[src/tmu_pkg.sv]
// Shared definitions for the texture-mapping-unit front end.
// Holds the CSR register index map, the walker state encoding and the
// widths of the geometry fields. Imported by the interface and the RTL.

package tmu_pkg;

	// ************************************************************************
	// Field widths
	// ************************************************************************

	localparam int RES_W = 11; // Resolutions, square sizes, coordinates.
	localparam int OFF_W = 12; // Signed screen offsets.
	localparam int VTX_W = 7;  // Vertex grid indices.

	// ************************************************************************
	// CSR register index, taken from csr_a[4:0]
	// ************************************************************************

	typedef enum logic [4:0] {
		REG_CTRL     = 5'd0,  // Bit 0 starts a walk, reads back busy.
		REG_VLAST_H  = 5'd1,
		REG_VLAST_V  = 5'd2,
		REG_DST_FBUF = 5'd3,  // Byte address, bit 0 always zero.
		REG_DST_HRES = 5'd4,
		REG_DST_VRES = 5'd5,
		REG_DST_HOFF = 5'd6,
		REG_DST_VOFF = 5'd7,
		REG_SQ_W     = 5'd8,
		REG_SQ_H     = 5'd9
	} tmu_reg_e;

	// Square walker FSM.
	typedef enum logic [1:0] {
		IDLE  = 2'd0,
		WALK  = 2'd1, // Stepping over the vertex grid.
		DRAIN = 2'd2  // Waiting for the address pipeline to empty.
	} walk_state_e;

endpackage
[src/tmu_cfg_if.sv]
// Configuration bundle from the CSR block to the rendering engine.
// The control side drives the registers and the start pulse, the engine
// side returns busy. Registers only change while busy is low.

`timescale 1ns/1ps

interface tmu_cfg_if #(
	parameter int fml_depth = 26
);
	import tmu_pkg::*;

	logic start;                       // One-cycle launch pulse.
	logic busy;

	logic [VTX_W-1:0] vertex_hlast;    // Last vertex column, inclusive.
	logic [VTX_W-1:0] vertex_vlast;    // Last vertex row, inclusive.

	logic [fml_depth-2:0] dst_fbuf;    // Framebuffer base in 16-bit words.
	logic [RES_W-1:0] dst_hres;
	logic [RES_W-1:0] dst_vres;
	logic signed [OFF_W-1:0] dst_hoffset;
	logic signed [OFF_W-1:0] dst_voffset;
	logic [RES_W-1:0] dst_squarew;
	logic [RES_W-1:0] dst_squareh;

	modport ctl (
		output start, vertex_hlast, vertex_vlast,
		output dst_fbuf, dst_hres, dst_vres,
		output dst_hoffset, dst_voffset, dst_squarew, dst_squareh,
		input busy
	);

	modport eng (
		input start, vertex_hlast, vertex_vlast,
		input dst_fbuf, dst_hres, dst_vres,
		input dst_hoffset, dst_voffset, dst_squarew, dst_squareh,
		output busy
	);

endinterface

[src/tmu_top.sv]
// Top level of the texture-mapping-unit front end.
// The CSR block configures the square walker through the configuration
// interface; walked points pass through the address pipeline and leave as
// a valid/ready stream of framebuffer word addresses.

`timescale 1ns/1ps

module tmu_top #(
	parameter logic [3:0] csr_addr = 4'h0,
	parameter int fml_depth = 26
) (
	input  logic                 sys_clk,
	input  logic                 sys_rst,

	input  logic [13:0]          csr_a,
	input  logic                 csr_we,
	input  logic [31:0]          csr_di,
	output logic [31:0]          csr_do,
	output logic                 irq,

	output logic                 pix_valid,
	input  logic                 pix_ready,
	output logic [fml_depth-2:0] pix_adr
);
	import tmu_pkg::*;

	logic pt_valid;
	logic pt_ready;
	logic [RES_W-1:0] pt_x;
	logic [RES_W-1:0] pt_y;
	logic pipe_empty;

	tmu_cfg_if #(.fml_depth(fml_depth)) cfg ();

	tmu_ctlif #(
		.csr_addr  (csr_addr),
		.fml_depth (fml_depth)
	) ctlif (
		.sys_clk (sys_clk),
		.sys_rst (sys_rst),
		.csr_a   (csr_a),
		.csr_we  (csr_we),
		.csr_di  (csr_di),
		.csr_do  (csr_do),
		.irq     (irq),
		.cfg     (cfg.ctl)
	);

	tmu_square_walker walker (
		.sys_clk    (sys_clk),
		.sys_rst    (sys_rst),
		.cfg        (cfg.eng),
		.pt_valid   (pt_valid),
		.pt_ready   (pt_ready),
		.pt_x       (pt_x),
		.pt_y       (pt_y),
		.pipe_empty (pipe_empty)
	);

	tmu_dst_addr #(
		.fml_depth (fml_depth)
	) dst_addr (
		.sys_clk    (sys_clk),
		.sys_rst    (sys_rst),
		.pt_valid   (pt_valid),
		.pt_ready   (pt_ready),
		.pt_x       (pt_x),
		.pt_y       (pt_y),
		.dst_fbuf   (cfg.dst_fbuf), // Base address straight from the CSR bank.
		.dst_hres   (cfg.dst_hres),
		.pix_valid  (pix_valid),
		.pix_ready  (pix_ready),
		.pix_adr    (pix_adr),
		.pipe_empty (pipe_empty)
	);

endmodule

[src/tmu_dst_addr.sv]
// Destination address pipeline of the texture-mapping-unit front end.
// Turns a screen point into a 16-bit-pixel framebuffer word address in two
// stages: y * hres + x, then the framebuffer base. One enable freezes both
// stages while the output is stalled.

`timescale 1ns/1ps

module tmu_dst_addr #(
	parameter int fml_depth = 26
) (
	input  logic                      sys_clk,
	input  logic                      sys_rst,

	input  logic                      pt_valid,
	output logic                      pt_ready,
	input  logic [tmu_pkg::RES_W-1:0] pt_x,
	input  logic [tmu_pkg::RES_W-1:0] pt_y,

	input  logic [fml_depth-2:0]      dst_fbuf,
	input  logic [tmu_pkg::RES_W-1:0] dst_hres,

	output logic                      pix_valid,
	input  logic                      pix_ready,
	output logic [fml_depth-2:0]      pix_adr,

	output logic                      pipe_empty
);
	import tmu_pkg::*;

	localparam int AW = fml_depth - 1;

	logic en;
	logic [2*RES_W:0] row_full;   // Full y * hres + x.

	logic s1_valid;
	logic [AW-1:0] s1_row;
	logic s2_valid;
	logic [AW-1:0] s2_adr;

	assign en = ~(s2_valid & ~pix_ready); // Stall on back-pressure.
	assign pt_ready = en;
	assign row_full = pt_y * dst_hres + pt_x;

	assign pix_valid = s2_valid;
	assign pix_adr = s2_adr;
	assign pipe_empty = ~s1_valid & ~s2_valid;

	always_ff @(posedge sys_clk) begin
		if (sys_rst) begin
			s1_valid <= 1'b0;
			s2_valid <= 1'b0;
		end else if (en) begin
			s1_valid <= pt_valid;
			s2_valid <= s1_valid;
		end
	end

	always_ff @(posedge sys_clk) begin
		if (en) begin
			s1_row <= AW'(row_full);      // Modulo the address space.
			s2_adr <= s1_row + dst_fbuf;
		end
	end

endmodule

[src/tmu_square_walker.sv]
// Vertex grid walker of the texture-mapping-unit front end.
// After a start pulse it visits every vertex row by row, forms the screen
// point offset + index * square size by running sums, drops points outside
// the destination resolution and offers the rest on a valid/ready stream.
// Busy stays high until the address pipeline behind it has drained.

`timescale 1ns/1ps

module tmu_square_walker (
	input  logic                     sys_clk,
	input  logic                     sys_rst,

	tmu_cfg_if.eng                   cfg,

	output logic                     pt_valid,
	input  logic                     pt_ready,
	output logic [tmu_pkg::RES_W-1:0] pt_x,
	output logic [tmu_pkg::RES_W-1:0] pt_y,

	input  logic                     pipe_empty
);
	import tmu_pkg::*;

	// Wide enough for 127 squares of 2047 pixels plus a signed offset.
	localparam int PW = RES_W + VTX_W + 2;

	walk_state_e state;

	logic [VTX_W-1:0] vx;
	logic [VTX_W-1:0] vy;
	logic signed [PW-1:0] x_acc;           // Screen x of the current vertex.
	logic signed [PW-1:0] y_acc;

	logic signed [PW-1:0] hoff_ext;
	logic signed [PW-1:0] voff_ext;
	logic signed [PW-1:0] sqw_ext;
	logic signed [PW-1:0] sqh_ext;
	logic signed [PW-1:0] hres_ext;
	logic signed [PW-1:0] vres_ext;

	logic can_issue;
	logic in_range;
	logic row_end;
	logic last_vtx;

	assign hoff_ext = PW'(cfg.dst_hoffset); // Sign-extended.
	assign voff_ext = PW'(cfg.dst_voffset);
	assign sqw_ext  = {{(PW-RES_W){1'b0}}, cfg.dst_squarew};
	assign sqh_ext  = {{(PW-RES_W){1'b0}}, cfg.dst_squareh};
	assign hres_ext = {{(PW-RES_W){1'b0}}, cfg.dst_hres};
	assign vres_ext = {{(PW-RES_W){1'b0}}, cfg.dst_vres};

	assign can_issue = ~pt_valid | pt_ready; // Output slot free next edge.
	assign in_range = ~x_acc[PW-1] && (x_acc < hres_ext)
		&& ~y_acc[PW-1] && (y_acc < vres_ext);
	assign row_end  = (vx == cfg.vertex_hlast);
	assign last_vtx = row_end && (vy == cfg.vertex_vlast);

	assign cfg.busy = (state != IDLE);

	// ************************************************************************
	// Walk control
	// ************************************************************************

	always_ff @(posedge sys_clk) begin
		if (sys_rst) begin
			state <= IDLE;
			pt_valid <= 1'b0;
		end else begin
			if (pt_ready)
				pt_valid <= 1'b0; // Point taken downstream.
			case (state)
				IDLE: begin
					if (cfg.start)
						state <= WALK;
				end
				WALK: begin
					if (can_issue) begin
						if (in_range)
							pt_valid <= 1'b1;
						if (last_vtx)
							state <= DRAIN;
					end
				end
				DRAIN: begin
					if (~pt_valid && pipe_empty)
						state <= IDLE;
				end
				default: state <= IDLE;
			endcase
		end
	end

	// ************************************************************************
	// Vertex counters, running sums and point register
	// ************************************************************************

	always_ff @(posedge sys_clk) begin
		if ((state == IDLE) && cfg.start) begin
			vx <= '0;
			vy <= '0;
			x_acc <= hoff_ext;
			y_acc <= voff_ext;
		end else if ((state == WALK) && can_issue) begin
			if (in_range) begin
				pt_x <= x_acc[RES_W-1:0];
				pt_y <= y_acc[RES_W-1:0];
			end
			if (row_end) begin
				vx <= '0;
				x_acc <= hoff_ext;         // Back to the left edge.
				vy <= vy + 1'b1;
				y_acc <= y_acc + sqh_ext;
			end else begin
				vx <= vx + 1'b1;
				x_acc <= x_acc + sqw_ext;
			end
		end
	end

endmodule

[src/tmu_ctlif.sv]
// CSR register bank of the texture-mapping-unit front end.
// Decodes the bank number in csr_a[13:10], writes the geometry registers,
// returns registered read data one cycle after the address, emits the
// start pulse and raises irq for one cycle when the engine goes idle.

`timescale 1ns/1ps

module tmu_ctlif #(
	parameter logic [3:0] csr_addr = 4'h0,
	parameter int fml_depth = 26
) (
	input  logic        sys_clk,
	input  logic        sys_rst,

	input  logic [13:0] csr_a,
	input  logic        csr_we,
	input  logic [31:0] csr_di,
	output logic [31:0] csr_do,

	output logic        irq,

	tmu_cfg_if.ctl      cfg
);
	import tmu_pkg::*;

	logic old_busy;
	logic csr_selected;
	tmu_reg_e reg_idx;

	assign csr_selected = (csr_a[13:10] == csr_addr);
	assign reg_idx = tmu_reg_e'(csr_a[4:0]);

	// ************************************************************************
	// Completion interrupt
	// ************************************************************************

	always_ff @(posedge sys_clk) begin
		if (sys_rst) begin
			old_busy <= 1'b0;
			irq <= 1'b0;
		end else begin
			old_busy <= cfg.busy;
			irq <= old_busy & ~cfg.busy; // Falling edge of busy.
		end
	end

	// ************************************************************************
	// Register writes and start pulse
	// ************************************************************************

	always_ff @(posedge sys_clk) begin
		if (sys_rst) begin
			cfg.start <= 1'b0;
			cfg.vertex_hlast <= VTX_W'(32);
			cfg.vertex_vlast <= VTX_W'(24);
			cfg.dst_fbuf <= '0;
			cfg.dst_hres <= RES_W'(640);
			cfg.dst_vres <= RES_W'(480);
			cfg.dst_hoffset <= '0;
			cfg.dst_voffset <= '0;
			cfg.dst_squarew <= RES_W'(20);
			cfg.dst_squareh <= RES_W'(20);
		end else begin
			cfg.start <= 1'b0; // Pulse lasts a single cycle.
			if (csr_selected && csr_we) begin
				case (reg_idx)
					REG_CTRL:     cfg.start <= csr_di[0];
					REG_VLAST_H:  cfg.vertex_hlast <= csr_di[VTX_W-1:0];
					REG_VLAST_V:  cfg.vertex_vlast <= csr_di[VTX_W-1:0];
					REG_DST_FBUF: cfg.dst_fbuf <= csr_di[fml_depth-1:1];
					REG_DST_HRES: cfg.dst_hres <= csr_di[RES_W-1:0];
					REG_DST_VRES: cfg.dst_vres <= csr_di[RES_W-1:0];
					REG_DST_HOFF: cfg.dst_hoffset <= csr_di[OFF_W-1:0];
					REG_DST_VOFF: cfg.dst_voffset <= csr_di[OFF_W-1:0];
					REG_SQ_W:     cfg.dst_squarew <= csr_di[RES_W-1:0];
					REG_SQ_H:     cfg.dst_squareh <= csr_di[RES_W-1:0];
					default:      ;
				endcase
			end
		end
	end

	// ************************************************************************
	// Registered read data
	// ************************************************************************

	always_ff @(posedge sys_clk) begin
		if (sys_rst) begin
			csr_do <= 32'd0;
		end else begin
			csr_do <= 32'd0; // Unselected bank or unmapped index.
			if (csr_selected) begin
				case (reg_idx)
					REG_CTRL:     csr_do <= {31'd0, cfg.busy};
					REG_VLAST_H:  csr_do <= 32'(cfg.vertex_hlast);
					REG_VLAST_V:  csr_do <= 32'(cfg.vertex_vlast);
					REG_DST_FBUF: csr_do <= 32'({cfg.dst_fbuf, 1'b0});
					REG_DST_HRES: csr_do <= 32'(cfg.dst_hres);
					REG_DST_VRES: csr_do <= 32'(cfg.dst_vres);
					REG_DST_HOFF: csr_do <= 32'(cfg.dst_hoffset); // Sign-extended.
					REG_DST_VOFF: csr_do <= 32'(cfg.dst_voffset);
					REG_SQ_W:     csr_do <= 32'(cfg.dst_squarew);
					REG_SQ_H:     csr_do <= 32'(cfg.dst_squareh);
					default:      csr_do <= 32'd0;
				endcase
			end
		end
	end

endmodule

[config.mk]
export PLATFORM = sky130hd
export DESIGN_NAME = tmu_top
export DESIGN_NICKNAME = d
export VERILOG_FILES = /design/src/tmu_pkg.sv /design/src/tmu_cfg_if.sv /design/src/tmu_top.sv /design/src/tmu_dst_addr.sv /design/src/tmu_square_walker.sv /design/src/tmu_ctlif.sv
export SDC_FILE = /design/constraint.sdc
export NUM_CORES = 1
export LEC_CHECK = 0
export ABC_CLOCK_PERIOD_IN_PS = 6440
export BUFFER_PORTS_ARGS = -buffer_cell sky130_fd_sc_hd__buf_2
export CAP_MARGIN = 20
export CORE_MARGIN = 2
export CORE_UTILIZATION = 60
export CTS_CLUSTER_DIAMETER = 50
export DETAILED_ROUTE_END_ITERATION = 16
export PLACE_DENSITY = 0.79
export SYNTH_ARGS = -nofsm -noshare
export SYNTH_HDL_FRONTEND = slang
export SYNTH_SLANG_ARGS = --single-unit
export TNS_END_PERCENT = 10
[constraint.sdc]
create_clock -name sys_clk -period 6.44 [get_ports sys_clk]
set_clock_uncertainty 0.2 [all_clocks]
set_input_delay 1.288 -clock sys_clk [delete_from_list [all_inputs] [get_ports sys_clk]]
set_output_delay 1.288 -clock sys_clk [all_outputs]
set_load 0.02 [all_outputs]
Yosys cells after proc, flatten, opt, wreduce, memory -nomap -nowiden. Cells that the tools add are included.

Output and inout port bits: 59. Word-level logic and storage cells: 113. Input bits: 50. Register bits after elaboration: 271.

$lt $le $gt $ge: 2. Multiply operators: 1. Bitwise operators: 16. Mux-type cells: 17. Equal/unequal tests: 17. Add/sub/neg operators: 6. Reductions and logical operators: 29.

Operators by type and width (count): 32-bit case mux with 10 select lines (1); 20-bit two-way mux (6); 20-bit by 12-bit adder with 20-bit output (2); 20-bit by 12-bit less-than comparator with 1-bit output (2); 23-bit by 25-bit adder with 25-bit output (1); 22-bit by 11-bit adder with 23-bit output (1); 11-bit by 11-bit multiplier with 22-bit output (1); 2-bit AND reduction (11); 5-bit by 3-bit == test with 1-bit output (second input constant) (4); 7-bit by 1-bit adder with 7-bit output (second input constant) (2); 7-bit == test (2); 1-bit NOT (12); 5-bit by 2-bit == test with 1-bit output (second input constant) (2); 5-bit by 4-bit == test with 1-bit output (second input constant) (2); 1-bit logical AND (8); 2-bit two-way mux (4); 7-bit two-way mux (1); 2-bit by 1-bit != test with 1-bit output (second input constant) (3); 2-bit case mux with 3 select lines (1); 2-bit nonzero test (3); 5-bit by 1-bit == test with 1-bit output (second input constant) (1); 5-bit logical NOT (1); 4-bit logical NOT (1); 1-bit two-way mux (4); other kinds (10) (12).

Depth between registers and ports, before layout.
Depth in word-level cells: 7. Depth in mapped cells: 20. Gate-level depth less buffers: 18.

By module. From an unflattened synthesis, not the netlist that was laid out.

Cells, all modules: 1790. Area, all modules: 17661.9 µm².

Modules (own cells, without submodules): tmu_dst_addr (cells an instance 735, times used 1, area an instance 7036.7 µm², seq. area each 1481.4 µm²); tmu_ctlif (cells an instance 561, times used 1, area an instance 5644.2 µm², seq. area each 2742.6 µm²); tmu_square_walker (cells an instance 494, times used 1, area an instance 4981.0 µm², seq. area each 2202.1 µm²).

Worst setup path before layout. No wires, ideal clock.

Path kind: reg-to-reg. Start point: register ctlif.cfg.dst_hres[4]. End point: register dst_addr.s1_row[20] (data pin). Slack: 1.122 ns. Arrival time: 4.839 ns. Path buffers: 2. Data required time: 5.961 ns. Setup time: 0.279 ns. Cell stages (with the launch flop): 19. Cell sequence: dfxtp_1 clkbuf_1 nand2_1 fa_1 inv_1 fa_1 fa_1 fa_1 inv_1 fa_1 inv_1 ha_1 clkbuf_1 a21oi_1 o21ai_1 a311oi_1 o221ai_1 nand4_1 o311ai_1.

Cells in the longest elaborated chain, start to end: 2.

Ends and longest elaborated chain: start: declaration (RTL line tmu_cfg_if.sv:28) `output dst_fbuf, dst_hres, dst_vres,`; start signal: assignment (RTL line tmu_ctlif.sv:71) `REG_DST_HRES: cfg.dst_hres <= csr_di[RES_W-1:0];`; 11-bit by 11-bit multiplier with 22-bit output (RTL line tmu_dst_addr.sv:42) `assign row_full = pt_y * dst_hres + pt_x;`; 22-bit by 11-bit adder with 23-bit output (RTL line tmu_dst_addr.sv:42); named net dst_addr.row_full[20] (RTL line tmu_dst_addr.sv:33) `logic [2*RES_W:0] row_full;`; end signal: assignment (RTL line tmu_dst_addr.sv:60) `s1_row <= AW'(row_full);`; end: declaration (RTL line tmu_dst_addr.sv:36) `logic [AW-1:0] s1_row;`.

The timed path passes the listed nets, and every way through them passes these cells. A chain may end at the register's enable or synchronous reset.

Worst setup path after layout.
Start point: register ctlif.cfg.dst_hres[3]. End point: register dst_addr.s1_row[20] (data pin).

Same word-level chain as after synthesis.

==> impl_metrics.tcl <==
set metrics [dict create \
    coreArea_um2 28700 \
    start_util_pct 61.1 \
    pwr_density_cell_nw_per_um2 184 \
    drive_gt1_share_pct 8.81 \
    yosysSeqAreaShare_pct 36.7 \
    grt_max_degree 102 \
    timing.slew.headroom_pct 23.1 \
    crit_required_ns 6.59 \
    synthArstFlopShare_pct 0 \
    ys_ff_latch 266 \
    ys.flop_type "dfxtp_1" \
    synth_cell_types 76 \
    hp-start "ctlif.old_busy" \
    antenna_found_initial 0 \
    wl_per_cell_um 18.5 \
    drc 0 \
    cts_setup_buffers 0 \
    via_count 14300 \
    cap_violations 0 \
    drtIter0Drc 1382 \
    worst-path-max-fanout 14 \
    syn2layout_area_growth_pct 9.34 \
    nFillCells 2269 \
    antenna_left 0 \
    nNetsFinal 2250 \
    grt_pass1_vias 14000 \
    use_met1_pct 37.6 \
    cts_sinks 266 \
    startpoint "ctlif.cfg.dst_hres[3]" \
    cts_hold_buf 0 \
    clkTransAtPathRegs_ns 0.06 \
    cp-end-kind "register" \
    cp_data_arrival_time_ns 5.95 \
    r2r_setup_slack_ns 0.64 \
    grt_pass1_wl_um 71600 \
    num_antenna_cells 0 \
    r2r_start "ctlif.cfg.dst_hres[3]" \
    rsz0062_at_grt "no" \
    io_pins 109 \
    cts_buffer_depth 3 \
    grtUsageMet3_pct 3.33 \
    dpl.hpwl_um 32700 \
    ctsResizeCount 0 \
    syn_area_per_cell_um2 9.06 \
    finalCritPeriodShare_pct 90.1 \
    routed_wirelength_um 44000 \
    overflow 0 \
    gr-usage-all-layers_pct 29.0 \
    gp_congestion 0.924 \
    finalSetupViolations 0 \
    fin_crit_ns 5.80 \
    syn_nets 2209 \
    die_x_um 175 \
    rr_worst_depth 15 \
    cts_max_level 1 \
    hp-class "reg -> reg" \
    max_freq_mhz 172 \
    cts_made_buffers 29 \
    die_area_um2 30600 \
    start_kind "register" \
    outcome "finished clean" \
    crit_type "reg -> reg" \
    synthCells 1934 \
    critPathCapture "dst_addr.s1_row[20]" \
    grt-busiest-layer "met2" \
    worstMarginPinSlew_ns 1.15 \
    cts-root-buf "clkbuf_16" \
    clk_latency_ns 0.58 \
    io_buffer_count 97 \
    peakVddDrop_uv 223 \
    p_leak_nw 7.94 \
    hold_viol_final 0 \
    dr.pass1.iters 6 \
    row_count 62 \
    reg2reg_to "dst_addr.s1_row[20]" \
    totalNegativeSetupSlack_ns 0 \
    drv_slew 0 \
    die-height_um 175 \
    cts_tree "built" \
    synth_area_um2 17500 \
    vias_per_cell 6.01 \
    synth_edf_count 110 \
    ys_warn_count 0 \
    use_met2_pct 49.8 \
    utilization_pct 66.8 \
]
-- routing by layer --
metal | vias up | part of all wire (%) | wire length [um]
met5 | - | 0 | 0
met4 | 0 | 4.1 | 1810
met3 | 121 | 7.3 | 3200
met2 | 616 | 48 | 21300
met1 | 6850 | 40 | 17700
li1 | 6720 | - | -
-- per-stage QoR --
step	area, um2	power [mW]	cells	setup WS, ns	hold WS [ns]
global placement	18200	1.85	2328	0.813	0.253
finish	19200	3.54	2382	0.639	0.263
floorplan	17500	1.82	1934	1.12	0.240
detailed placement	18200	1.86	2328	0.707	0.255
CTS	19200	3.55	2382	0.671	0.267
global route	19200	3.61	2382	0.365	0.285
-- placed cells by master, fill, tap and decap left out, types with 17 or more instances in the layout --
| master | Yosys | routed |
|---|---|---|
| nand2_1 | 360 | 360 |
| a21oi_1 | 191 | 190 |
| inv_1 | 181 | 180 |
| dfxtp_1 | 156 | 156 |
| ha_1 | 130 | 130 |
| edfxtp_1 | 110 | 110 |
| buf_2 | 16 | 96 |
| fa_1 | 95 | 95 |
| nor2_1 | 75 | 74 |
| and2_1 | 66 | 66 |
| xnor2_1 | 53 | 53 |
| o21ai_0 | 44 | 43 |
| nand3_1 | 38 | 38 |
| clkbuf_16 | 0 | 31 |
| xor2_1 | 27 | 27 |
| a31oi_1 | 18 | 18 |
| nor3_1 | 17 | 17 |
| a21o_1 | 17 | 17 |
-- synth_stat cells, types with 9 or more instances --
cell,n,area [um2]
ha_1,130,1630
nand4_1,16,100
o211ai_1,10,75.1
edfxtp_1,110,3300
buf_2,16,80.1
nor3_1,17,85.1
a211oi_1,14,105
dfxtp_1,156,3120
nand2b_1,12,75.1
a21oi_1,191,956
a21o_1,17,128
fa_1,95,1900
a221oi_1,9,78.8
a31oi_1,18,113
a22oi_1,16,120
clkbuf_1,75,282
inv_1,181,679
and2_1,66,413
or3_1,10,62.6
nand3_1,38,190
a222oi_1,11,110
nand3b_1,14,105
o31ai_1,9,67.6
nor4_1,10,62.6
xnor2_1,53,464
o21ai_0,44,220
nor2_1,75,282
nand2_1,360,1350
xor2_1,27,236
and3_1,14,87.6
-- area by class of cell --
type | instances | area [um2] | area share, %
clock buffer | 45 | 878 | 4.58
tap | 384 | 480 | 2.51
sequential | 266 | 6430 | 33.5
inverter | 181 | 679 | 3.54
multi-input combinational | 1388 | 10000 | 52.2
clock inverter | 9 | 115 | 0.601
timing repair buffer | 109 | 578 | 3.02
-- how the worst min path moves through the flow --
| stage | endpoint | slack (ns) | cells past startpoint |
|---|---|---|---|
| after floorplan | ctlif.irq | 0.24 | 1 |
| after global placement | ctlif.irq | 0.25 | 1 |
| after detailed placement | ctlif.irq | 0.25 | 1 |
| after CTS | ctlif.irq | 0.27 | 1 |
| after global routing | ctlif.irq | 0.29 | 1 |
| final | ctlif.irq | 0.26 | 1 |
-- flip-flops by register name, indices dropped and copies added, names as in the netlist, 11 cells and up --
register / cells
ctlif.csr_do: 27
ctlif.cfg.dst_fbuf: 25
dst_addr.pix_adr: 25
dst_addr.s1_row: 23
walker.x_acc: 20
walker.y_acc: 20
ctlif.cfg.dst_hoffset: 12
ctlif.cfg.dst_voffset: 12
ctlif.cfg.dst_hres: 11
ctlif.cfg.dst_squareh: 11
ctlif.cfg.dst_squarew: 11
ctlif.cfg.dst_vres: 11
walker.pt_x: 11
walker.pt_y: 11
-- power by group --
group	internal (mW)	leakage (nW)	switching (mW)
Clock	1.02	0.482	0.694
Sequential	1.74	2.33	0.00207
Combinational	0.0216	5.12	0.0538
-- worst max-delay path, cell delays in order, from the launching register on --
cell and delay, ns:
dfxtp_1 0.72, nand2_1 0.15, fa_1 0.53, inv_1 0.06, fa_1 0.54, fa_1 0.45
fa_1 0.54, inv_1 0.05, fa_1 0.53, inv_1 0.04, ha_1 0.38, a21oi_1 0.21
o21ai_1 0.09, a311oi_1 0.42, o221ai_1 0.27, o311ai_1 0.38
-- cell families after synthesis --
family	after synthesis	synth area share (%)
muxes	5	0.300
buffers and inverters	280	6.28
DFF	266	36.7
AOI/OAI and AO/OA	416	15.1
and+or+nand+nor	662	17.5
xor gates and xnor gates	80	4.00
adders and majority gates	225	20.1
Note: power is estimated with default switching activity, not from simulation.
